<file path="src/logic/tx_bd_macros.svh">
// widths, depths and thresholds of the tx bd engine
// depth must equal 2**TX_BD_SN_W because the sn wraps freely
`ifndef TX_BD_MACROS_SVH
`define TX_BD_MACROS_SVH

// --------------------
// bus widths
`define TX_BD_QWORD_W       288
`define TX_BD_CMD_W         256
`define TX_BD_OUT_W         512
`define TX_BD_SN_W          9

// --------------------
// storage
`define TX_BD_DEPTH         512

// --------------------
// command split and admission
`define TX_BD_CHUNK_BYTES   4096
`define TX_BD_CHUNK_SHIFT   12
`define TX_BD_ONLINE_MAX    450
`define TX_BD_RSP_AFULL     450

`endif
</file>
<file path="src/logic/tx_bd_pkg.sv">
// descriptor, command and output types plus byte order helpers
// the command word is built from 146 bits of fields
`include "tx_bd_macros.svh"

package tx_bd_pkg;

    typedef enum logic [1:0] {
        op_proc     = 2'd0,
        op_read     = 2'd1,
        op_write    = 2'd2,
        op_proc_alt = 2'd3
    } bd_op_e;

    typedef struct packed {
        logic [7:0]  thread_id;
        bd_op_e      opcode;
        logic [7:0]  acc_type;
        logic [47:0] ve_info;
        logic [31:0] len;
        logic [63:0] des_addr;
        logic [63:0] src_addr;
    } bd_desc_t;

    typedef struct packed {
        logic [`TX_BD_CMD_W-147:0]   pad;
        logic                        sod;
        logic                        eod;
        logic [`TX_BD_CHUNK_SHIFT:0] rd_len;
        bd_op_e                      opcode;
        logic [`TX_BD_SN_W-1:0]      sn;
        logic [7:0]                  acc_type;
        logic [47:0]                 ve_info;
        logic [63:0]                 src_addr;
    } rd_cmd_t;

    typedef struct packed {
        logic [`TX_BD_OUT_W-$bits(bd_desc_t)-1:0] pad;
        bd_desc_t                                 desc;
    } bd_out_t;

    // each 128-bit half reversed on its own
    function automatic logic [`TX_BD_CMD_W-1:0] bswap_128x2(input logic [`TX_BD_CMD_W-1:0] d);
        logic [`TX_BD_CMD_W-1:0] q;
        for (int h = 0; h < 2; h++) begin
            for (int i = 0; i < 16; i++) begin
                q[128*h + 8*i +: 8] = d[128*h + 8*(15-i) +: 8];
            end
        end
        return q;
    endfunction

    function automatic logic [`TX_BD_OUT_W-1:0] bswap_512(input logic [`TX_BD_OUT_W-1:0] d);
        logic [`TX_BD_OUT_W-1:0] q;
        for (int i = 0; i < `TX_BD_OUT_W/8; i++) begin
            q[8*i +: 8] = d[`TX_BD_OUT_W - 8 - 8*i +: 8];
        end
        return q;
    endfunction

endpackage

</file>
<file path="src/logic/bd_fetch.sv">
// pops one descriptor at a time from a show-ahead queue
// data is taken in the same cycle as the pop strobe
`timescale 1ns/1ps
`include "tx_bd_macros.svh"

module bd_fetch (
    input  logic                      clk_sys,
    input  logic                      rst,
    output logic                      bd_fifo_rd,
    input  logic [`TX_BD_QWORD_W-1:0] bd_fifo_rdata,
    input  logic                      bd_fifo_empty,
    input  logic                      rd_cmd_full,
    input  logic                      rsp_afull,
    input  logic                      rsp_pop,
    input  logic                      cmd_done,
    output logic                      desc_valid,
    output tx_bd_pkg::bd_desc_t       desc,
    output logic [`TX_BD_SN_W-1:0]    desc_sn
);

    logic                    busy;
    logic [`TX_BD_SN_W-1:0]  online_cnt;
    logic                    pop_en;
    logic [`TX_BD_CMD_W-1:0] bd_word;

    // low part arrives half-wise byte swapped, top 32 bits carry nothing we need
    assign bd_word = tx_bd_pkg::bswap_128x2(bd_fifo_rdata[`TX_BD_CMD_W-1:0]);

    assign pop_en = !bd_fifo_empty && !busy && !bd_fifo_rd && !rd_cmd_full && !rsp_afull
                    && (online_cnt < `TX_BD_ONLINE_MAX);

    always_ff @(posedge clk_sys or posedge rst) begin
        if (rst) begin
            bd_fifo_rd <= 1'b0;
            desc_valid <= 1'b0;
        end else begin
            bd_fifo_rd <= pop_en;
            desc_valid <= bd_fifo_rd;
        end
    end

    // held from pop until the eod command
    always_ff @(posedge clk_sys or posedge rst) begin
        if (rst) begin
            busy <= 1'b0;
        end else if (bd_fifo_rd) begin
            busy <= 1'b1;
        end else if (cmd_done) begin
            busy <= 1'b0;
        end
    end

    // descriptors still waiting for a response
    always_ff @(posedge clk_sys or posedge rst) begin
        if (rst) begin
            online_cnt <= '0;
        end else if (bd_fifo_rd && !rsp_pop) begin
            online_cnt <= online_cnt + 1'b1;
        end else if (!bd_fifo_rd && rsp_pop && online_cnt != '0) begin
            online_cnt <= online_cnt - 1'b1;
        end
    end

    // starts at all ones so the first descriptor gets sn 0
    always_ff @(posedge clk_sys or posedge rst) begin
        if (rst) begin
            desc_sn <= '1;
        end else if (bd_fifo_rd) begin
            desc_sn <= desc_sn + 1'b1;
        end
    end

    always_ff @(posedge clk_sys) begin
        if (bd_fifo_rd) begin
            desc.thread_id <= bd_word[233:226];
            desc.opcode    <= tx_bd_pkg::bd_op_e'(bd_word[225:224]);
            desc.acc_type  <= bd_word[215:208];
            desc.ve_info   <= bd_word[207:160];
            desc.len       <= bd_word[159:128];
            desc.des_addr  <= bd_word[127:64];
            desc.src_addr  <= bd_word[63:0];
        end
    end

endmodule

</file>
<file path="config.mk">
export PLATFORM = sky130hd
export DESIGN_NAME = bd_fetch
export DESIGN_NICKNAME = d
export VERILOG_FILES = /design/src/logic/tx_bd_pkg.sv /design/src/logic/bd_fetch.sv
export VERILOG_INCLUDE_DIRS = /design/src /design/src/logic
export SDC_FILE = /design/constraint.sdc
export NUM_CORES = 1
export LEC_CHECK = 0
export BUFFER_PORTS_ARGS = -buffer_cell sky130_fd_sc_hd__buf_2
export CELL_PAD_IN_SITES_DETAIL_PLACEMENT = 0
export CELL_PAD_IN_SITES_GLOBAL_PLACEMENT = 1
export CORE_AREA = 2 2 207 209
export DETAILED_ROUTE_END_ITERATION = 8
export DIE_AREA = 0 0 209 211
export PLACE_DENSITY = 0.63
export SLEW_MARGIN = 10
export SYNTH_ARGS = -nofsm -noshare
export SYNTH_HDL_FRONTEND = slang
export SYNTH_SLANG_ARGS = --single-unit
</file>
<file path="constraint.sdc">
create_clock -name clk_sys -period 9.8 [get_ports clk_sys]
set_input_delay 2.45 -clock clk_sys [delete_from_list [all_inputs] [get_ports clk_sys]]
set_output_delay 2.45 -clock clk_sys [all_outputs]
set_load 0.02 [all_outputs]
</file>
# Yosys cells after proc, flatten, opt, wreduce, memory -nomap -nowiden

Cells that the tools add are included.

Reduce and logical (&&, ||, !) cells: 17
$lt $le $gt $ge: 1
Multiplexer cells: 4
$add $sub $neg: 3

Operators with widths:

| operator                                                           | number |
|---|---|
| 9-bit by 1-bit adder with 9-bit output, second input constant      | 2 |
| 9-bit 2-to-1 mux                                                   | 2 |
| 9-bit < comparator, second input constant                          | 1 |
| 9-bit nonzero test                                                 | 1 |
| 9-bit by 1-bit subtractor with 9-bit output, second input constant | 1 |
| 1-bit logical AND                                                  | 8 |
| 1-bit logical NOT                                                  | 6 |
| 2-bit nonzero test                                                 | 2 |
| 1-bit 2-to-1 mux                                                   | 2 |

Output and inout bits: 237
Register bits after elaboration: 247
Word-level logic and storage cells: 37
Input bits: 295

# Longest topological paths before layout

Word-level depth: 6
Depth in mapped cells: 9
Mapped depth without buffers: 8

# Worst setup path after synthesis

Ideal clock, no wire load.

Path type: reg-to-output
Start: register bd_fifo_rd
End: output bd_fifo_rd
Buffers on the path: 0
Slack: 2.326 ns
Stages on the path, launching flop included: 1
Required time: 7.350 ns
Arrival time: 5.024 ns
Cell sequence: dfrtp_1

RTL lines:

| what                   | RTL line       | source |
|---|---|---|
| start, declared        | bd_fetch.sv:9  | `output logic bd_fifo_rd,` |
| start signal, assigned | bd_fetch.sv:37 | `bd_fifo_rd <= pop_en;` |

No word-level cell between the ends.

# Worst setup path after layout

Start: register bd_fifo_rd
End: output bd_fifo_rd

No word-level cell between the ends.

==> results.ini <==
[floorplan]
initial_core_util_pct = 19.2
dieHeight_microns = 211
fp.dieW_microns = 209
io_pins = 532
row_count = 75
core_sq_um = 41800
die_area_sq_um = 44100

[critical_path]
rrSetupSlack_ns = 6.83
reg2reg_depth = 8
critPathMaxFanout = 63
max_stage_delay_ns = 0.97
path_cells = buf_2
worst_path_max_delay_cell = dfrtp_4
cp_top_family = flip-flops
cp-start-kind = flop
worstReg2RegStart = bd_fifo_rd
path_buf_inv = 1
crit_type = reg -> out
r2r-end = online_cnt[8]
endpoint_kind = output port
arrival_ns = 1.88
cp_data_required_time_ns = 7.35

[synth]
yosys.area.top_type_share_pct = 84.7
ys.flop_type = edfxtp_1
synth-compound-area-share_pct = 2.12
synthSimpleGateAreaFrac_pct = 2.31
syn-num-nets = 652
yosys.area_share.adder_pct = 1.50
synth_area_per_cell_sq_um = 23.0
muxShareOfSynthArea_pct = 0.531
synth_top_family_by_area = simple AND/OR/NAND/NOR gates
ys_types = 33
synth.area.top_cells = edfxtp_1 85%, dfrtp_1 3.7%, dfstp_2 3.0%
synth-seq-cells = 247
synth_cells = 348
synthTopCellsByCount = 226 x edfxtp_1, 12 x dfrtp_1, 10 x nand2_1
synth_warnings = 0
synth_edf_count = 226
synth-seq-area-share_pct = 91.4
syn-cell-area_sq_um = 8010
synth_area_leader_cell = edfxtp_1
synth_xor_area_share_pct = 1.64
async_reset_ff_share_pct = 8.50
synth.most_common_cell = edfxtp_1

[global_route]
antenna_found_initial = 3
grt_overflow_total = 0
grt_pass1_wl_microns = 33900
grt_max_degree = 78
first_global_vias = 5257
gr-usage-all-layers_pct = 10.4

[min_path]
min-delay-start = busy
hold_path_end = busy
min_path_type = reg -> reg
hold_path_depth = 1

[timing]
min_period_ns = 4.33
slew_viol_final = 0
finalSetupViolCount = 0
finalWorstSetupSlack_ns = 5.47
grt_setup_unrepaired = false
maxSlewHeadroom_pct = 33.6
tns_ns = 0
post-route-period-util_pct = 44.1
clock_skew_ns = 0.00921
finalHoldViolations = 0
worst_slew_pin_slew_ns = 0.997
fmax_mhz = 231

[final_layout]
drive_gt1_share_pct = 60.6
fin_nets = 1151
area_delta_synth_final_pct = 49.1
final_util_pct = 28.6
layout.cells.non_filler = 1409

[place]
placed_cells = 1356
io_buffers = 469
place_congestion = 0.778
hpwlAfterDp_microns = 19000
place_ws_ns = 5.24

[detailed_routing]
wl_met1_microns = 9480
route.met2.wl_microns = 12500
ant_nets = 0
via_per_inst = 3.66
dr_wl_met3_microns = 2020
drc_errors = 0
drt_pass1_iterations = 4
vias = 5158
first_iter_violations = 277
top_layer = met5
wl_per_cell_microns = 17.6
wl_microns = 24800

[clocking]
cts_buffers = 28
cts_hold_buf = 0
post_cts_buffers = 0
tritoncts = yes
ctsResizeCount = 0
htreeDepth = 1
cts_buffer_depth = 3
clk_pin_slew_ns = 0.06
clock_sinks = 247
insertion_delay_ns = 0.54
clockRootBuffer = clkbuf_16

[pwr]
ir_drop_mv = 0.164
cellLeakagePower_nw = 4.90
p_per_area_nw_per_um2 = 225
total_power_w = 0.00269

[job]
drv_cap = 0

[status]
status = finished, final reports clean

## cell usage in the layout (no fill, tap or decap), drive strengths merged, types with 4 or more instances in the layout
cell	synthesis	layout
inv	6	8
a21oi	7	7
o21ai	9	9
clkinv	0	13
xnor2	7	7
nand2	10	10
ha	8	8
buf	3	472
dfstp	9	9
clkbuf	0	32
nor2	9	9
xor2	8	8
nand4	4	4
nand2b	4	4
edfxtp	226	226
dfrtp	12	12
## per-layer routing
layer / vias to the layer above / global-route usage, %
met3: 41 / 3.78
li1: 2367 / -
met4: 2 / 3.52
met2: 238 / 17.9
met1: 2510 / 12.0
met5: - / 0
## cells by family after synthesis
kind of cell	after synthesis
XOR/XNOR	15
multiplexers	4
AO/OA/AOI/OAI	27
adder cells (fa/ha/maj)	9
buffers and inverters	9
AND/OR/NAND/NOR	37
flip-flops	247
## registers in the layout (all words and copies together) (netlist names)
signal	flops
desc_sn	9
busy	1
desc	226
desc_valid	1
online_cnt	9
bd_fifo_rd	1
## cell type report
type	instances	area, sq um
Tap cell	539	674
Antenna cell	2	5.00
Fill cell	4233	29800
Multi-Input combinational cell	92	649
Inverter	6	22.5
Timing Repair Buffer	472	2370
Clock inverter	19	185
Clock buffer	32	716
Sequential cell	247	7330
## worst max path at each step
| stage | startpoint | endpoint | slack (ns) | cells after the start |
|---|---|---|---|---|
| after floorplan | bd_fifo_rd | bd_fifo_rd | 2.33 | 0 |
| after global placement | rsp_pop | online_cnt[8] | 5.25 | 9 |
| after detailed placement | rsp_pop | online_cnt[8] | 5.24 | 9 |
| after CTS | bd_fifo_rd | bd_fifo_rd | 5.40 | 1 |
| after global routing | bd_fifo_rd | bd_fifo_rd | 5.34 | 1 |
| final | bd_fifo_rd | bd_fifo_rd | 5.47 | 1 |
## report_power, final
part	internal [W]	total, W	switching, W	leakage (nW)
Sequential	0.00124	0.00129	0.0000496	2.30
Clock	0.000604	0.00103	0.000424	0.437
Combinational	0.000150	0.000366	0.000216	2.16
Total	0.00200	0.00269	0.000689	4.90
## per-stage QoR
step                      instance area, sq um  hold WS [ns]
after floorplan                           8010         0.449
after global placement                   11000         0.465
after detailed placement                 11000         0.475
after CTS                                11900         0.493
after global routing                     11900         0.517
final                                    11900         0.486
No activity file was read; power rests on OpenSTA's default activity.
