**config.mk**
```make
export PLATFORM = sky130hd
export DESIGN_NAME = rd_cmd_gen
export DESIGN_NICKNAME = d
export VERILOG_FILES = /design/src/logic/tx_bd_pkg.sv /design/src/logic/rd_cmd_gen.sv
export VERILOG_INCLUDE_DIRS = /design/src /design/src/logic
export SDC_FILE = /design/constraint.sdc
export NUM_CORES = 1
export LEC_CHECK = 0
export BUFFER_PORTS_ARGS = -buffer_cell sky130_fd_sc_hd__buf_2
export CAP_MARGIN = 20
export CORE_AREA = 2 2 194 196
export DETAILED_ROUTE_END_ITERATION = 10
export DIE_AREA = 0 0 196 198
export GPL_ROUTABILITY_DRIVEN = 0
export PLACE_DENSITY = 0.51
export SETUP_SLACK_MARGIN = 0.5
export SKIP_CTS_REPAIR_TIMING = 1
export SKIP_LAST_GASP = 1
export SLEW_MARGIN = 20
export SYNTH_ARGS = -nofsm -noshare
export SYNTH_HDL_FRONTEND = slang
export SYNTH_SLANG_ARGS = --single-unit
```
**constraint.sdc**
```tcl
create_clock -name clk_sys -period 10.8 [get_ports clk_sys]
set_input_delay 0 -clock clk_sys [delete_from_list [all_inputs] [get_ports clk_sys]]
set_output_delay 0 -clock clk_sys [all_outputs]
set_load 0.05 [all_outputs]
```
**src/logic/tx_bd_macros.svh**
```systemverilog
// widths, depths and thresholds of the tx bd engine
// depth must equal 2**TX_BD_SN_W because the sn wraps freely
`ifndef TX_BD_MACROS_SVH
`define TX_BD_MACROS_SVH

// --------------------
// bus widths
`define TX_BD_QWORD_W       288
`define TX_BD_CMD_W         256
`define TX_BD_OUT_W         512
`define TX_BD_SN_W          9

// --------------------
// storage
`define TX_BD_DEPTH         512

// --------------------
// command split and admission
`define TX_BD_CHUNK_BYTES   4096
`define TX_BD_CHUNK_SHIFT   12
`define TX_BD_ONLINE_MAX    450
`define TX_BD_RSP_AFULL     450

`endif
```
**src/logic/tx_bd_pkg.sv**
```systemverilog
// descriptor, command and output types plus byte order helpers
// the command word is built from 146 bits of fields
`include "tx_bd_macros.svh"

package tx_bd_pkg;

    typedef enum logic [1:0] {
        op_proc     = 2'd0,
        op_read     = 2'd1,
        op_write    = 2'd2,
        op_proc_alt = 2'd3
    } bd_op_e;

    typedef struct packed {
        logic [7:0]  thread_id;
        bd_op_e      opcode;
        logic [7:0]  acc_type;
        logic [47:0] ve_info;
        logic [31:0] len;
        logic [63:0] des_addr;
        logic [63:0] src_addr;
    } bd_desc_t;

    typedef struct packed {
        logic [`TX_BD_CMD_W-147:0]   pad;
        logic                        sod;
        logic                        eod;
        logic [`TX_BD_CHUNK_SHIFT:0] rd_len;
        bd_op_e                      opcode;
        logic [`TX_BD_SN_W-1:0]      sn;
        logic [7:0]                  acc_type;
        logic [47:0]                 ve_info;
        logic [63:0]                 src_addr;
    } rd_cmd_t;

    typedef struct packed {
        logic [`TX_BD_OUT_W-$bits(bd_desc_t)-1:0] pad;
        bd_desc_t                                 desc;
    } bd_out_t;

    // each 128-bit half reversed on its own
    function automatic logic [`TX_BD_CMD_W-1:0] bswap_128x2(input logic [`TX_BD_CMD_W-1:0] d);
        logic [`TX_BD_CMD_W-1:0] q;
        for (int h = 0; h < 2; h++) begin
            for (int i = 0; i < 16; i++) begin
                q[128*h + 8*i +: 8] = d[128*h + 8*(15-i) +: 8];
            end
        end
        return q;
    endfunction

    function automatic logic [`TX_BD_OUT_W-1:0] bswap_512(input logic [`TX_BD_OUT_W-1:0] d);
        logic [`TX_BD_OUT_W-1:0] q;
        for (int i = 0; i < `TX_BD_OUT_W/8; i++) begin
            q[8*i +: 8] = d[`TX_BD_OUT_W - 8 - 8*i +: 8];
        end
        return q;
    endfunction

endpackage

```
**src/logic/rd_cmd_gen.sv**
```systemverilog
// splits a descriptor into read commands of up to 4 KiB each
// expects a new desc_valid only after cmd_done of the previous one
`timescale 1ns/1ps
`include "tx_bd_macros.svh"

module rd_cmd_gen (
    input  logic                    clk_sys,
    input  logic                    rst,
    input  logic                    desc_valid,
    input  tx_bd_pkg::bd_desc_t     desc,
    input  logic [`TX_BD_SN_W-1:0]  desc_sn,
    input  logic                    rd_cmd_full,
    output logic                    rd_cmd_wr,
    output logic [`TX_BD_CMD_W-1:0] rd_cmd_wdata,
    output logic                    cmd_done
);

    localparam logic [`TX_BD_CHUNK_SHIFT:0] chunk_len = `TX_BD_CHUNK_BYTES;

    logic                        pend;
    logic                        first;
    logic                        wr_d;
    logic [31:0]                 rem_len;
    logic [63:0]                 addr;
    logic [`TX_BD_SN_W-1:0]      sn;
    tx_bd_pkg::bd_op_e           opcode;
    logic [7:0]                  acc_type;
    logic [47:0]                 ve_info;
    logic                        last;
    logic [`TX_BD_CHUNK_SHIFT:0] cur_len;
    tx_bd_pkg::rd_cmd_t          cmd;

    // --------------------
    // chunk selection
    assign last    = (rem_len <= `TX_BD_CHUNK_BYTES);
    assign cur_len = last ? rem_len[`TX_BD_CHUNK_SHIFT:0] : chunk_len;

    // one idle cycle between writes, and none while the sink is full
    assign rd_cmd_wr = pend && !wr_d && !rd_cmd_full;
    assign cmd_done  = rd_cmd_wr && last;

    always_ff @(posedge clk_sys or posedge rst) begin
        if (rst) begin
            pend    <= 1'b0;
            first   <= 1'b0;
            wr_d    <= 1'b0;
            rem_len <= '0;
        end else begin
            wr_d <= rd_cmd_wr;
            if (desc_valid) begin
                pend    <= 1'b1;
                first   <= 1'b1;
                // a read needs no source data
                rem_len <= (desc.opcode == tx_bd_pkg::op_read) ? 32'd0 : desc.len;
            end else if (rd_cmd_wr) begin
                first   <= 1'b0;
                rem_len <= rem_len - 32'(cur_len);
                if (last) begin
                    pend <= 1'b0;
                end
            end
        end
    end

    always_ff @(posedge clk_sys) begin
        if (desc_valid) begin
            addr     <= desc.src_addr;
            sn       <= desc_sn;
            opcode   <= desc.opcode;
            acc_type <= desc.acc_type;
            ve_info  <= desc.ve_info;
        end else if (rd_cmd_wr) begin
            // step one chunk, offset inside the page stays
            addr <= {addr[63:`TX_BD_CHUNK_SHIFT] + 1'b1, addr[`TX_BD_CHUNK_SHIFT-1:0]};
        end
    end

    // --------------------
    // command word
    always_comb begin
        cmd          = '0;
        cmd.sod      = first;
        cmd.eod      = last;
        cmd.rd_len   = cur_len;
        cmd.opcode   = opcode;
        cmd.sn       = sn;
        cmd.acc_type = acc_type;
        cmd.ve_info  = ve_info;
        cmd.src_addr = addr;
    end

    assign rd_cmd_wdata = tx_bd_pkg::bswap_128x2(cmd);

endmodule

```
* Word-level counts from Yosys, hierarchy flattened
Cells that the tools add are included.
** Operators by class
- Add/sub/neg operators :: 2
- Order comparisons :: 1
- Eq/ne operators :: 1
- Muxes and demuxes :: 11
- Reduce and logical (&&, ||, !) cells :: 8
** Operators by type and width (count)
- $mux 64 :: 2
- $mux 32 :: 3
- $add 52x1->52 const B :: 1
- $le 32x13->1 const B :: 1
- $sub 32x13->32 :: 1
- $mux 13 :: 1
- $mux 1 :: 5
- $reduce_bool 2->1 :: 2
- $logic_and 1x1->1 :: 3
- $eq 2x1->1 const B :: 1
- $logic_not 1->1 :: 2
- $reduce_and 2->1 :: 1
** Storage, ports and cells
- Flip-flop bits (word level) :: 166
- Output and inout port bits :: 258
- Logic and storage cells :: 33

* Depth between registers and ports, before layout
- Depth in word-level cells :: 5
- Gate-level depth with buffers :: 11

* Worst setup path before layout
OpenSTA, ideal clock, no wires.
- Path kind :: register to register
- Start :: register wr_d
- End :: register rem_len[18]
- Library setup time :: 0.092 ns
- Arrival time :: 3.283 ns
- Setup slack :: 7.425 ns
- Stages on the path, launching flop included :: 9
- Clock period less this slack :: 3.375 ns
- Cells stage by stage :: dfrtp_1 -> or3b_2 -> buf_2 -> clkinv_1 -> nor2_1 -> clkinv_1 -> clkbuf_1 -> nand3_1 -> a22oi_1
** On the way
- Longest elaborated chain between the ends :: 4
** Ends and longest elaborated chain
- from (decl) :: RTL line rd_cmd_gen.sv:22 : logic wr_d;
- from (signal assigned) :: RTL line rd_cmd_gen.sv:49 : wr_d <= rd_cmd_wr;
- $logic_not 1->1 :: RTL line rd_cmd_gen.sv:39 : assign rd_cmd_wr = pend && !wr_d && !rd_cmd_full;
- $logic_and 1x1->1 (2 in a row) :: RTL line rd_cmd_gen.sv:39
- $reduce_bool 2->1 (no source line)
- to (signal assigned) :: RTL line rd_cmd_gen.sv:54 : rem_len <= (desc.opcode == tx_bd_pkg::op_read) ? 32'd0 : desc.len;
- to (signal assigned) :: RTL line rd_cmd_gen.sv:57 : rem_len <= rem_len - 32'(cur_len);
- to (decl) :: RTL line rd_cmd_gen.sv:23 : logic [31:0] rem_len;
Every way passes these cells.
A chain may end at the register's enable or synchronous reset.

* Final worst setup path
- Start :: register rem_len[16]
- End :: output port rd_cmd_wdata[253]
** On the way
- Longest elaborated chain between the ends :: 2
** Ends and longest elaborated chain
- $le 32x13->1 (no source line)
- $mux 13 :: RTL line rd_cmd_gen.sv:36 : assign cur_len = last ? rem_len[`TX_BD_CHUNK_SHIFT:0] : chunk_len;
- to (decl) :: RTL line rd_cmd_gen.sv:14 : output logic [`TX_BD_CMD_W-1:0] rd_cmd_wdata,
Every way passes these cells.

==> out/metrics.cfg <==
[final_layout]
multi_input_area_sq_mm=0.003492
area_growth_pct=43.74
diodes=0
regArea_sq_mm=0.004810
drive_above_1_share_pct=29.07
fillers=3716
fin_nets=1536

[global_route]
grt_start_max_net_pins=83
grt_usage_pct=13.80
grt_pass1_vias=6875
grt-ovfl-total=0
antenna_found_initial=0
grt_pass1_wl_um=40910

[synthesis]
synthMuxAreaShare_pct=0.6179
netlist_area_sq_mm=0.008910
postSynthAreaPerCell_sq_um=10.77
synth_top_family_by_area=simple AND/OR/NAND/NOR gates
yosysWarnings=0
yosysTopAreaCell=edfxtp_1
synth_simple_gate_area_share_pct=18.00
synth-seq-area-share_pct=53.98
synth_top_area_share_pct=44.15
ys_top_cells_by_count=edfxtp_1, buf_4, nand2_1
synth-main-ff-cell=edfxtp_1
ys_ff_latch=166
synth_fa_ha_area_share_pct=0.2809
yosysUniqueCellTypes=74
synth_edf_count=131
synth_xor_area_share_pct=3.441
yosysMostFrequentCell=edfxtp_1
synth_cells=827
yosys-top-cells-area=edfxtp_1, dfrtp_1, buf_4
synth-async-reset-ratio_pct=21.08
synth_compound_area_share_pct=12.05

[power]
power.density_mw_per_mm2=155.9
peakVddDrop_v=0.0001050
fin_total_pwr_mw=1.997
p_leak_nw=5.344

[job]
maxCapViolCount=0

[routing]
drc=0
ant_nets=0
via_per_inst=4.471
routedWlPerCell_um=16.46
route.vias.total=7962
wl_um=29320
first_pass_iters=5
drt-initial-drc-count=401

[sta]
fin_skew_ns=0.01147
finalHoldViolCount=0
max_freq_mhz=330.9
rsz0062_at_grt=no
worstMarginPinSlew_ns=1.024
max_slew_margin_pct=31.58
setup-tns-final_ns=0
finalCriticalPeriod_ns=3.022
period_share_pct=27.98
slew_violations=0
setup_viol=0

[place]
io_buffer_count=314
hpwl_um=20210

[cts]
clkTransAtPathRegs_ns=0.07
cts_num_sinks=166
clk_latency_ns=0.45
htreeDepth=4
clock_path_buffers=2
cts_root_buf=clkbuf_16
numCtsBuffers=17
cts_tree=done

[critical_path]
cp_max_fo=18
worst_setup_path_end_kind=primary output
required_ns=10.80
critPathArrivalTime_ns=3.02
worst_setup_path_start_kind=flip-flop
worstSetupPathType=reg -> out

[die]
io_pins=497
die_w_um=196
fp.dieH_um=198
start_util_pct=24.11
core_sq_mm=0.03696
placement_rows=71
die_area_sq_mm=0.03881

[outcome]
status=finished, final reports clean

[worst_hold_path]
hold_path.class=in -> reg

-- logic make-up (layout without fill, tap and decap cells) --
group	count (synthesis)	in the layout
AND/OR/NAND/NOR	298	298
multiplexers	5	5
XOR/XNOR	35	35
other	1	111
buffers and inverters	161	531
adder cells (fa/ha/maj)	2	2
AO/OA/AOI/OAI	159	159
flip-flops	166	166
-- worst paths after layout --
path,start,to,slack [ns],depth (start not counted)
min,rd_cmd_full,rem_len[12]$_DFFE_PP0P_,0.11,3
max in group asynchronous,rst,rem_len[3]$_DFFE_PP0P_,10.20,4
min in group asynchronous,rst,rem_len[25]$_DFFE_PP0P_,0.23,4
max,rem_len[16]$_DFFE_PP0P_,rd_cmd_wdata[253],7.78,6
min reg2reg,pend$_DFFE_PP0P_,pend$_DFFE_PP0P_,0.47,1
max reg2reg,rem_len[16]$_DFFE_PP0P_,rem_len[5]$_DFFE_PP0P_,8.01,6
-- registers in the layout, summed over array words and instances, names as in the netlist --
name	flops
opcode	2
acc_type	8
addr	64
rem_len	32
ve_info	48
sn	9
first	1
pend	1
wr_d	1
-- worst max-delay path: stages (launching register included) --
cell and delay (ns):
dfrtp_1 0.45, nor4_4 0.54, and4_1 0.51, nand3_2 0.27, inv_2 0.34, and2_1 0.19, buf_2 0.26
-- per-layer routing --
metal,up-vias,share of wire (%),track usage (%)
li1,3782,-,-
met2,318,51,23.71
met4,0,1.6,4.854
met1,3844,42,16.68
met3,18,6.2,3.662
met5,-,0,0
-- per-stage QoR --
| stage | worst slack [ns] | cell area (sq um) | std cells | hold WS, ns | utilization (%) |
|---|---|---|---|---|---|
| floorplan | 7.425 | 9323 | 937 | 0.09887 | - |
| global placement | 8.022 | 10580 | 1585 | 0.1738 | 28.62 |
| detailed placement | 8.020 | 10580 | 1585 | 0.1761 | 28.62 |
| CTS | 7.760 | 11160 | 1616 | -0.3183 | 30.19 |
| global route | 7.599 | 12810 | 1781 | 0.1360 | 34.66 |
| finish | 7.778 | 12810 | 1781 | 0.1102 | 34.66 |
-- final cells by class --
class	instances	share of cell area (%)
sequential	166	37.55
multi-input combinational	610	27.27
timing repair buffer	486	25.63
tap	474	4.631
clock buffer	18	3.351
clock inverter	13	1.163
inverter	14	0.4103
-- layout by cell type (no fill, tap or decap), types with 4 or more instances in the layout --
master	n
a21oi_1	21
a221oi_1	6
a22o_1	6
a22oi_1	7
a31o_2	4
a31oi_1	17
and2_1	28
and3_1	10
and4_1	5
buf_2	313
buf_4	7
clkbuf_16	17
clkinvlp_4	5
conb_1	111
dfrtp_1	35
dlygate4sd3_1	165
edfxtp_1	131
inv_1	10
mux2_2	4
nand2_1	84
nand3_1	28
nand4_1	25
nor2_1	45
nor3_1	19
nor4_1	13
nor4_2	4
o21ai_0	50
o31ai_1	5
o41ai_1	4
or3_1	11
xnor2_1	23
xor2_1	12
-- where the power goes --
group          internal (mW)  switching, mW  total (mW)
logic                  0.154          0.400       0.553
clock network          0.343          0.279       0.621
registers              0.763         0.0596       0.822
total                   1.26          0.738        2.00
Power figures use the tool's default switching activity.
