## src/logic/tx_bd_macros.svh

```systemverilog
// widths, depths and thresholds of the tx bd engine
// depth must equal 2**TX_BD_SN_W because the sn wraps freely
`ifndef TX_BD_MACROS_SVH
`define TX_BD_MACROS_SVH

// --------------------
// bus widths
`define TX_BD_QWORD_W       288
`define TX_BD_CMD_W         256
`define TX_BD_OUT_W         512
`define TX_BD_SN_W          9

// --------------------
// storage
`define TX_BD_DEPTH         512

// --------------------
// command split and admission
`define TX_BD_CHUNK_BYTES   4096
`define TX_BD_CHUNK_SHIFT   12
`define TX_BD_ONLINE_MAX    450
`define TX_BD_RSP_AFULL     450

`endif
```

## src/logic/tx_bd_pkg.sv

```systemverilog
// descriptor, command and output types plus byte order helpers
// the command word is built from 146 bits of fields
`include "tx_bd_macros.svh"

package tx_bd_pkg;

    typedef enum logic [1:0] {
        op_proc     = 2'd0,
        op_read     = 2'd1,
        op_write    = 2'd2,
        op_proc_alt = 2'd3
    } bd_op_e;

    typedef struct packed {
        logic [7:0]  thread_id;
        bd_op_e      opcode;
        logic [7:0]  acc_type;
        logic [47:0] ve_info;
        logic [31:0] len;
        logic [63:0] des_addr;
        logic [63:0] src_addr;
    } bd_desc_t;

    typedef struct packed {
        logic [`TX_BD_CMD_W-147:0]   pad;
        logic                        sod;
        logic                        eod;
        logic [`TX_BD_CHUNK_SHIFT:0] rd_len;
        bd_op_e                      opcode;
        logic [`TX_BD_SN_W-1:0]      sn;
        logic [7:0]                  acc_type;
        logic [47:0]                 ve_info;
        logic [63:0]                 src_addr;
    } rd_cmd_t;

    typedef struct packed {
        logic [`TX_BD_OUT_W-$bits(bd_desc_t)-1:0] pad;
        bd_desc_t                                 desc;
    } bd_out_t;

    // each 128-bit half reversed on its own
    function automatic logic [`TX_BD_CMD_W-1:0] bswap_128x2(input logic [`TX_BD_CMD_W-1:0] d);
        logic [`TX_BD_CMD_W-1:0] q;
        for (int h = 0; h < 2; h++) begin
            for (int i = 0; i < 16; i++) begin
                q[128*h + 8*i +: 8] = d[128*h + 8*(15-i) +: 8];
            end
        end
        return q;
    endfunction

    function automatic logic [`TX_BD_OUT_W-1:0] bswap_512(input logic [`TX_BD_OUT_W-1:0] d);
        logic [`TX_BD_OUT_W-1:0] q;
        for (int i = 0; i < `TX_BD_OUT_W/8; i++) begin
            q[8*i +: 8] = d[`TX_BD_OUT_W - 8 - 8*i +: 8];
        end
        return q;
    endfunction

endpackage

```

## src/logic/rsp_dispatch.sv

```systemverilog
// response FIFO, descriptor lookup and output routing
// rsp_wr is dropped when the FIFO is full
`timescale 1ns/1ps
`include "tx_bd_macros.svh"

module rsp_dispatch (
    input  logic                    clk_sys,
    input  logic                    rst,
    input  logic                    rsp_wr,
    input  logic [`TX_BD_SN_W-1:0]  rsp_sn,
    input  logic                    kernel_afull,
    input  logic                    rx_afull,
    output logic [`TX_BD_SN_W-1:0]  rd_sn,
    input  tx_bd_pkg::bd_desc_t     rd_desc,
    output logic                    rsp_pop,
    output logic                    rsp_afull,
    output logic                    kernel_bd_wen,
    output logic                    rx_bd_wen,
    output logic [`TX_BD_OUT_W-1:0] bd_wdata
);

    logic [`TX_BD_SN_W-1:0] fifo_mem [`TX_BD_DEPTH];
    logic [`TX_BD_SN_W:0]   wr_ptr;
    logic [`TX_BD_SN_W:0]   rd_ptr;
    logic [`TX_BD_SN_W:0]   fill;
    logic                   empty;
    logic                   full;
    logic                   push;
    logic                   pop_d1;
    logic                   is_rx;
    tx_bd_pkg::bd_out_t     out_word;

    // --------------------
    // show-ahead sn FIFO
    assign fill      = wr_ptr - rd_ptr;
    assign empty     = (fill == '0);
    assign full      = (fill == `TX_BD_DEPTH);
    assign rsp_afull = (fill >= `TX_BD_RSP_AFULL);
    assign push      = rsp_wr && !full;
    assign rd_sn     = fifo_mem[rd_ptr[`TX_BD_SN_W-1:0]];

    always_ff @(posedge clk_sys) begin
        if (push) begin
            fifo_mem[wr_ptr[`TX_BD_SN_W-1:0]] <= rsp_sn;
        end
    end

    always_ff @(posedge clk_sys or posedge rst) begin
        if (rst) begin
            wr_ptr <= '0;
            rd_ptr <= '0;
        end else begin
            if (push) begin
                wr_ptr <= wr_ptr + 1'b1;
            end
            if (rsp_pop) begin
                rd_ptr <= rd_ptr + 1'b1;
            end
        end
    end

    // at most every other cycle
    assign rsp_pop = !empty && !kernel_afull && !rx_afull && !pop_d1;

    // --------------------
    // output stage
    assign is_rx = (rd_desc.opcode == tx_bd_pkg::op_read)
                   || (rd_desc.opcode == tx_bd_pkg::op_write);

    always_comb begin
        out_word      = '0;
        out_word.desc = rd_desc;
    end

    // pop, then RAM read, then strobe
    always_ff @(posedge clk_sys or posedge rst) begin
        if (rst) begin
            pop_d1        <= 1'b0;
            kernel_bd_wen <= 1'b0;
            rx_bd_wen     <= 1'b0;
            bd_wdata      <= '0;
        end else begin
            pop_d1        <= rsp_pop;
            kernel_bd_wen <= pop_d1 && !is_rx;
            rx_bd_wen     <= pop_d1 && is_rx;
            if (pop_d1) begin
                bd_wdata <= tx_bd_pkg::bswap_512(out_word);
            end
        end
    end

endmodule

```

## config.mk

```make
export PLATFORM = sky130hd
export DESIGN_NAME = rsp_dispatch
export DESIGN_NICKNAME = d
export VERILOG_FILES = /design/src/logic/tx_bd_pkg.sv /design/src/logic/rsp_dispatch.sv
export VERILOG_INCLUDE_DIRS = /design/src /design/src/logic
export SDC_FILE = /design/constraint.sdc
export NUM_CORES = 2
export LEC_CHECK = 0
export BUFFER_PORTS_ARGS = -buffer_cell sky130_fd_sc_hd__buf_4
export CAP_MARGIN = 20
export CORE_MARGIN = 2
export CORE_UTILIZATION = 40
export CTS_BUF_LIST = sky130_fd_sc_hd__clkbuf_8
export CTS_CLUSTER_SIZE = 14
export DETAILED_ROUTE_END_ITERATION = 8
export PLACE_DENSITY = 0.59
export SYNTH_ARGS = -nofsm -noshare
export SYNTH_HDL_FRONTEND = slang
export SYNTH_MEMORY_MAX_BITS = 65536
export SYNTH_SLANG_ARGS = --single-unit
```

## constraint.sdc

```tcl
create_clock -name clk_sys -period 9.6 [get_ports clk_sys]
set_clock_uncertainty 0.2 [all_clocks]
set_input_delay 0.96 -clock clk_sys [delete_from_list [all_inputs] [get_ports clk_sys]]
set_output_delay 0.96 -clock clk_sys [all_outputs]
set_load 0.01 [all_outputs]
```

# After elaboration in Yosys (flattened, before gate mapping)
# Memory sizes are Yosys's and may differ from the RTL's.
# Cells that the tools add are included.
# totals
mem_bits_rw	4608
regBits	249
in_bits	240
word_cells	30
memories	1
# mem_list
name	depth	width	read_ports	rd_clocked_by_memory_dff	write_ports	line_no	text
fifo_mem	512	9	1	0	1	rsp_dispatch.sv:22	logic [`TX_BD_SN_W-1:0] fifo_mem [`TX_BD_DEPTH];
# op_classes
eq_ne	3
magnitude_cmp	1
reduce_logical	14
muxes	2
add_sub_neg	3
# ops
op	count
adder 10 x 1 -> 10 bit, second input constant	2
equality test 10 bit, second input constant	1
greater-or-equal comparator 10 x 9 -> 1 bit, second input constant	1
logical NOT 10 bit	1
subtractor 10 bit	1
logical AND 1 bit	6
logical NOT 1 bit	6
equality test 2 x 1 -> 1 bit, second input constant	1
equality test 2 bit, second input constant	1
2-to-1 mux 1 bit	2
logical OR 1 bit	1

# Depth between registers and ports, before layout
# depth
word_depth	6
ltp_mapped	17

# Worst setup path before layout
# Ideal clock, no wire load.
# synth_path
path_kind	register to register
from	register rd_ptr[2]
to	memory fifo_mem[198][0] (netlist bit), enable pin
path_stages_with_launch	18
slack_ns	4.741
period_less_slack_ns	4.859
t_arrival_ns	4.285
path_cell_list	dfrtp_1 -> buf_2 -> clkinv_1 -> buf_2 -> buf_4 -> buf_2 -> buf_1 -> ha_1 -> nor2b_1 -> o31a_1 -> o32ai_1 -> xor2_1 -> nand4_1 -> o31ai_4 -> or4b_1 -> buf_4 -> buf_4 -> nor2_1
# synth_between
elab_chain_cells	6
# synth_lines
element	line_no	text
start, declared	rsp_dispatch.sv:24	logic [`TX_BD_SN_W:0] rd_ptr;
start signal, assigned	rsp_dispatch.sv:57	rd_ptr <= rd_ptr + 1'b1;
subtractor 10 bit	rsp_dispatch.sv:35	assign fill = wr_ptr - rd_ptr;
equality test 10 bit (no line)	n/a	
logical NOT 1 bit	rsp_dispatch.sv:39	assign push = rsp_wr && !full;
logical AND 1 bit	rsp_dispatch.sv:39	
2-to-1 mux 1 bit	rsp_dispatch.sv:43	if (push) begin
2-to-1 mux 1 bit	rsp_dispatch.sv:44	fifo_mem[wr_ptr[`TX_BD_SN_W-1:0]] <= rsp_sn;
end, declared	rsp_dispatch.sv:22	
# Every way passes these cells.

# Worst setup path after layout
# layout_path
from	register rd_ptr[4]
to	output rd_sn[6]
# layout_between
elab_chain_cells	1
# layout_lines
element	line_no	text
memory read (512 x 9 bit)	n/a	
end, declared	rsp_dispatch.sv:13	output logic [`TX_BD_SN_W-1:0] rd_sn,
# Every way passes these cells.

==> results.toml <==
[cells_and_area]
ff_latch_area_mm2 = 0.145
syn_to_final_growth_pct = 15.7
multi_input_area_mm2 = 0.0422
layout-drive-gt1-share = 0.311
num-nets-final = 10900
finalNonFillerCells = 17600
fillers = 39300
final_core_util = 0.464

[clocking]
clock-sinks = 4857
cts_tree = "built"
clk_latency_ps = 1270
htreeDepth = 6
numCtsBuffers = 775
clockBufferDepth = 4
clock-root-buffer = "clkbuf_8"
path_clk_slew_ps = 60

[logic_synthesis]
ys.flop_type = "edfxtp_1"
async_reset_ff_frac = 0.0513
synth_edf_count = 4608
yosysSeqAreaShare = 0.760
synth_top_area_share = 0.727
netlist_top_cells_count = "edfxtp_1 (4608), mux4_2 (1102), nor3_1 (496)"
synth_cell_types = 75
postSynthCellCount = 9131
yosys_warnings = 0
synth_area_mm2 = 0.190
ys_seq_elements = 4857
syn_avg_cell_area_um2 = 20.8
synth_top_cell_by_area = "edfxtp_1"
synth.most_common_cell = "edfxtp_1"
synth.area.top_cells = "edfxtp_1 (73%), mux4_2 (13%), dfrtp_1 (3.3%), mux2i_1 (1.7%), buf_4 (1.5%)"

[drt]
vias_per_cell = 5.83
ant_nets = 0
drt-total-wl_um = 608000
wl_per_cell_um = 34.6
via_count = 103000
dr.first_iter.drc_count = 13600
firstDrtPassIters = 8
drcViolationCount = 0

[critical_path]
cpMaxStageDelayCell = "nor2_1"
critical-path-top-delay-family = "simple AND/OR/NAND/NOR gates"
cp_cell_sequence = "buf_4 -> nor2_1 -> nand2_1 -> nor2_1 -> a22o_1 -> a2111oi_0 -> buf_4 -> nor3_2 -> o22a_1 -> buf_4"
rr_worst_depth = 12
path_max_fanout = 26
start_kind = "flip-flop"
crit_path_end_kind = "output pin"
crit_type = "flip-flop to output pin"
worst_ep_arrival_time_ps = 7020
path_buf_inv = 3
cp_slowest_stage_delay_ps = 1110
cp_common_cell = "buf_4"
path_depth = 10
crit_required_ps = 8440

[hold_path]
hold_depth = 1
hold_path.class = "input port to flip-flop"

[placed_design]
pre_cts_ws_ps = 2830
place_congestion = 0.929
hpwlAfterDp_um = 384000
portBuffers = 478
placedCellCount = 15900

[sta]
worstMarginPinSlew_ps = 1300
rsz0062_at_grt = "false"
final_max_slew_viol_count = 0
setup_violations = 0
period_share = 0.852
setup_tns_ps = 0
timing.fmax_mhz = 122
fin_crit_ps = 8180
slew_headroom = 0.127
hold_violations = 0
worst_slack_ps = 1420

[global_route]
antenna_found_initial = 70
grt_pass1_vias = 102000
grt-ovfl-total = 0
grt_max_degree = 183
grt_usage = 0.247
grt_pass1_wl_um = 831000

[power_and_ir_drop]
seqPwrFrac = 0.408
p_comb_frac = 0.310
power.leakage_nw = 72.1
ir_drop_uv = 223
clkPwrFrac = 0.282
p_int_w = 0.0384
p_switching_w = 0.0203
switching_share = 0.346
power.density_mw_per_mm2 = 266

[floorplanning]
die_area_mm2 = 0.481
start_util = 0.401
die_w_um = 694
rows = 253
ios = 765
die_h_um = 694
coreArea_mm2 = 0.474

[status]
status = "finished, final reports clean"

[flow_run]
max_cap_viol_count = 0
==> what timing repair did <==
action	4_1_cts	5_1_grt
hold buffers	236	0
gates resized for setup	0	0
setup endpoints to repair	0	0
endpoints found under the hold margin	618	0
buffers inserted	0	0
==> metrics by stage <==
| stage | hold slack [ps] | instance area (um2) | power [W] |
|---|---|---|---|
| floorplan | 261 | 191000 | 0.0344 |
| global placement | 274 | 202000 | 0.0423 |
| detailed placement | 297 | 203000 | 0.0423 |
| CTS | 35.4 | 220000 | 0.0589 |
| global route | 81.0 | 220000 | 0.0603 |
| finish | 164 | 220000 | 0.0587 |
==> cell type report <==
cell class	instances	share of cell area
Sequential cell	4857	0.657
Multi-Input combinational cell	3681	0.192
Timing Repair Buffer	1337	0.0503
Clock buffer	787	0.0492
Tap cell	6247	0.0355
Clock inverter	602	0.0154
Antenna cell	55	0.000625
Inverter	18	0.000375
==> power by group through the flow <==
| stage | sequential, W | clock, W | combinational, W |
|---|---|---|---|
| after floorplan | 0.0241 | 0 | 0.0102 |
| after global placement | 0.0243 | 0 | 0.0179 |
| after detailed placement | 0.0243 | 0 | 0.0180 |
| after CTS | 0.0239 | 0.0168 | 0.0181 |
| after global routing | 0.0239 | 0.0177 | 0.0187 |
| final | 0.0239 | 0.0166 | 0.0182 |
==> path summary, 6_finish.rpt <==
check	start	slack [ps]	endpoint
worst max-delay path	rd_ptr[4]	1420	rd_sn[6]
worst min-delay path	rsp_sn[2]	160	fifo_mem[104][2]
worst max register to register	rd_ptr[2]	3200	fifo_mem[509][4]
worst min register to register	bd_wdata[504]	310	bd_wdata[504]
max in group asynchronous	rst	6940	bd_wdata[470]
min in group asynchronous	rst	180	bd_wdata[299]
==> layer usage <==
metal | global-route usage | part of all wire | vias to the layer above
met4 | 0.112 | 0.049 | 20
met3 | 0.0615 | 0.10 | 1219
met1 | 0.315 | 0.36 | 54300
li1 | - | - | 40800
met2 | 0.402 | 0.48 | 6260
met5 | 0 | 0.00023 | -
==> registers in the layout, indices dropped and copies added (netlist names) <==
signal	flops
bd_wdata	226
fifo_mem	4608
kernel_bd_wen	1
pop_d1	1
rd_ptr	10
rx_bd_wen	1
wr_ptr	10
==> worst reg2reg max path, delay by kind of cell, from the launching register on <==
| kind | cells | cell delay [ps] |
|---|---|---|
| buf+inv | 4 | 2650 |
| compound gates | 3 | 940 |
| simple gates | 3 | 920 |
| flops | 1 | 650 |
| fa+ha+maj | 1 | 510 |
| xor+xnor | 1 | 280 |
==> cells by family (layout without fill, tap and decap cells) <==
family | after synthesis | after routing | synth area share
DFF | 4857 | 4857 | 0.760
and+or+nand+nor | 986 | 986 | 0.0244
muxes | 1655 | 1655 | 0.161
xor gates and xnor gates | 21 | 21 | 0.000967
AOI/OAI and AO/OA | 718 | 718 | 0.0260
buffers and inverters | 878 | 2744 | 0.0267
adders and majority gates | 15 | 15 | 0.00103
other | 1 | 341 | 0.0000197
==> placed cells by master (no fill, tap or decap), drive strengths merged, types with 17 or more instances in the layout <==
| cell type | instances |
|---|---|
| a2111oi | 18 |
| a211oi | 64 |
| a21oi | 139 |
| a221oi | 43 |
| a22o | 19 |
| a22oi | 132 |
| a31oi | 17 |
| buf | 1098 |
| bufinv | 21 |
| clkbuf | 789 |
| clkinv | 311 |
| conb | 286 |
| dfrtp | 249 |
| diode | 55 |
| dlygate4sd3 | 236 |
| edfxtp | 4608 |
| inv | 275 |
| mux2 | 234 |
| mux2i | 319 |
| mux4 | 1102 |
| nand2 | 228 |
| nand3 | 37 |
| nor2 | 131 |
| nor2b | 17 |
| nor3 | 496 |
| nor4 | 17 |
| o21ai | 99 |
| o221ai | 49 |
| o22ai | 71 |
(Power assumes the default switching activity.)
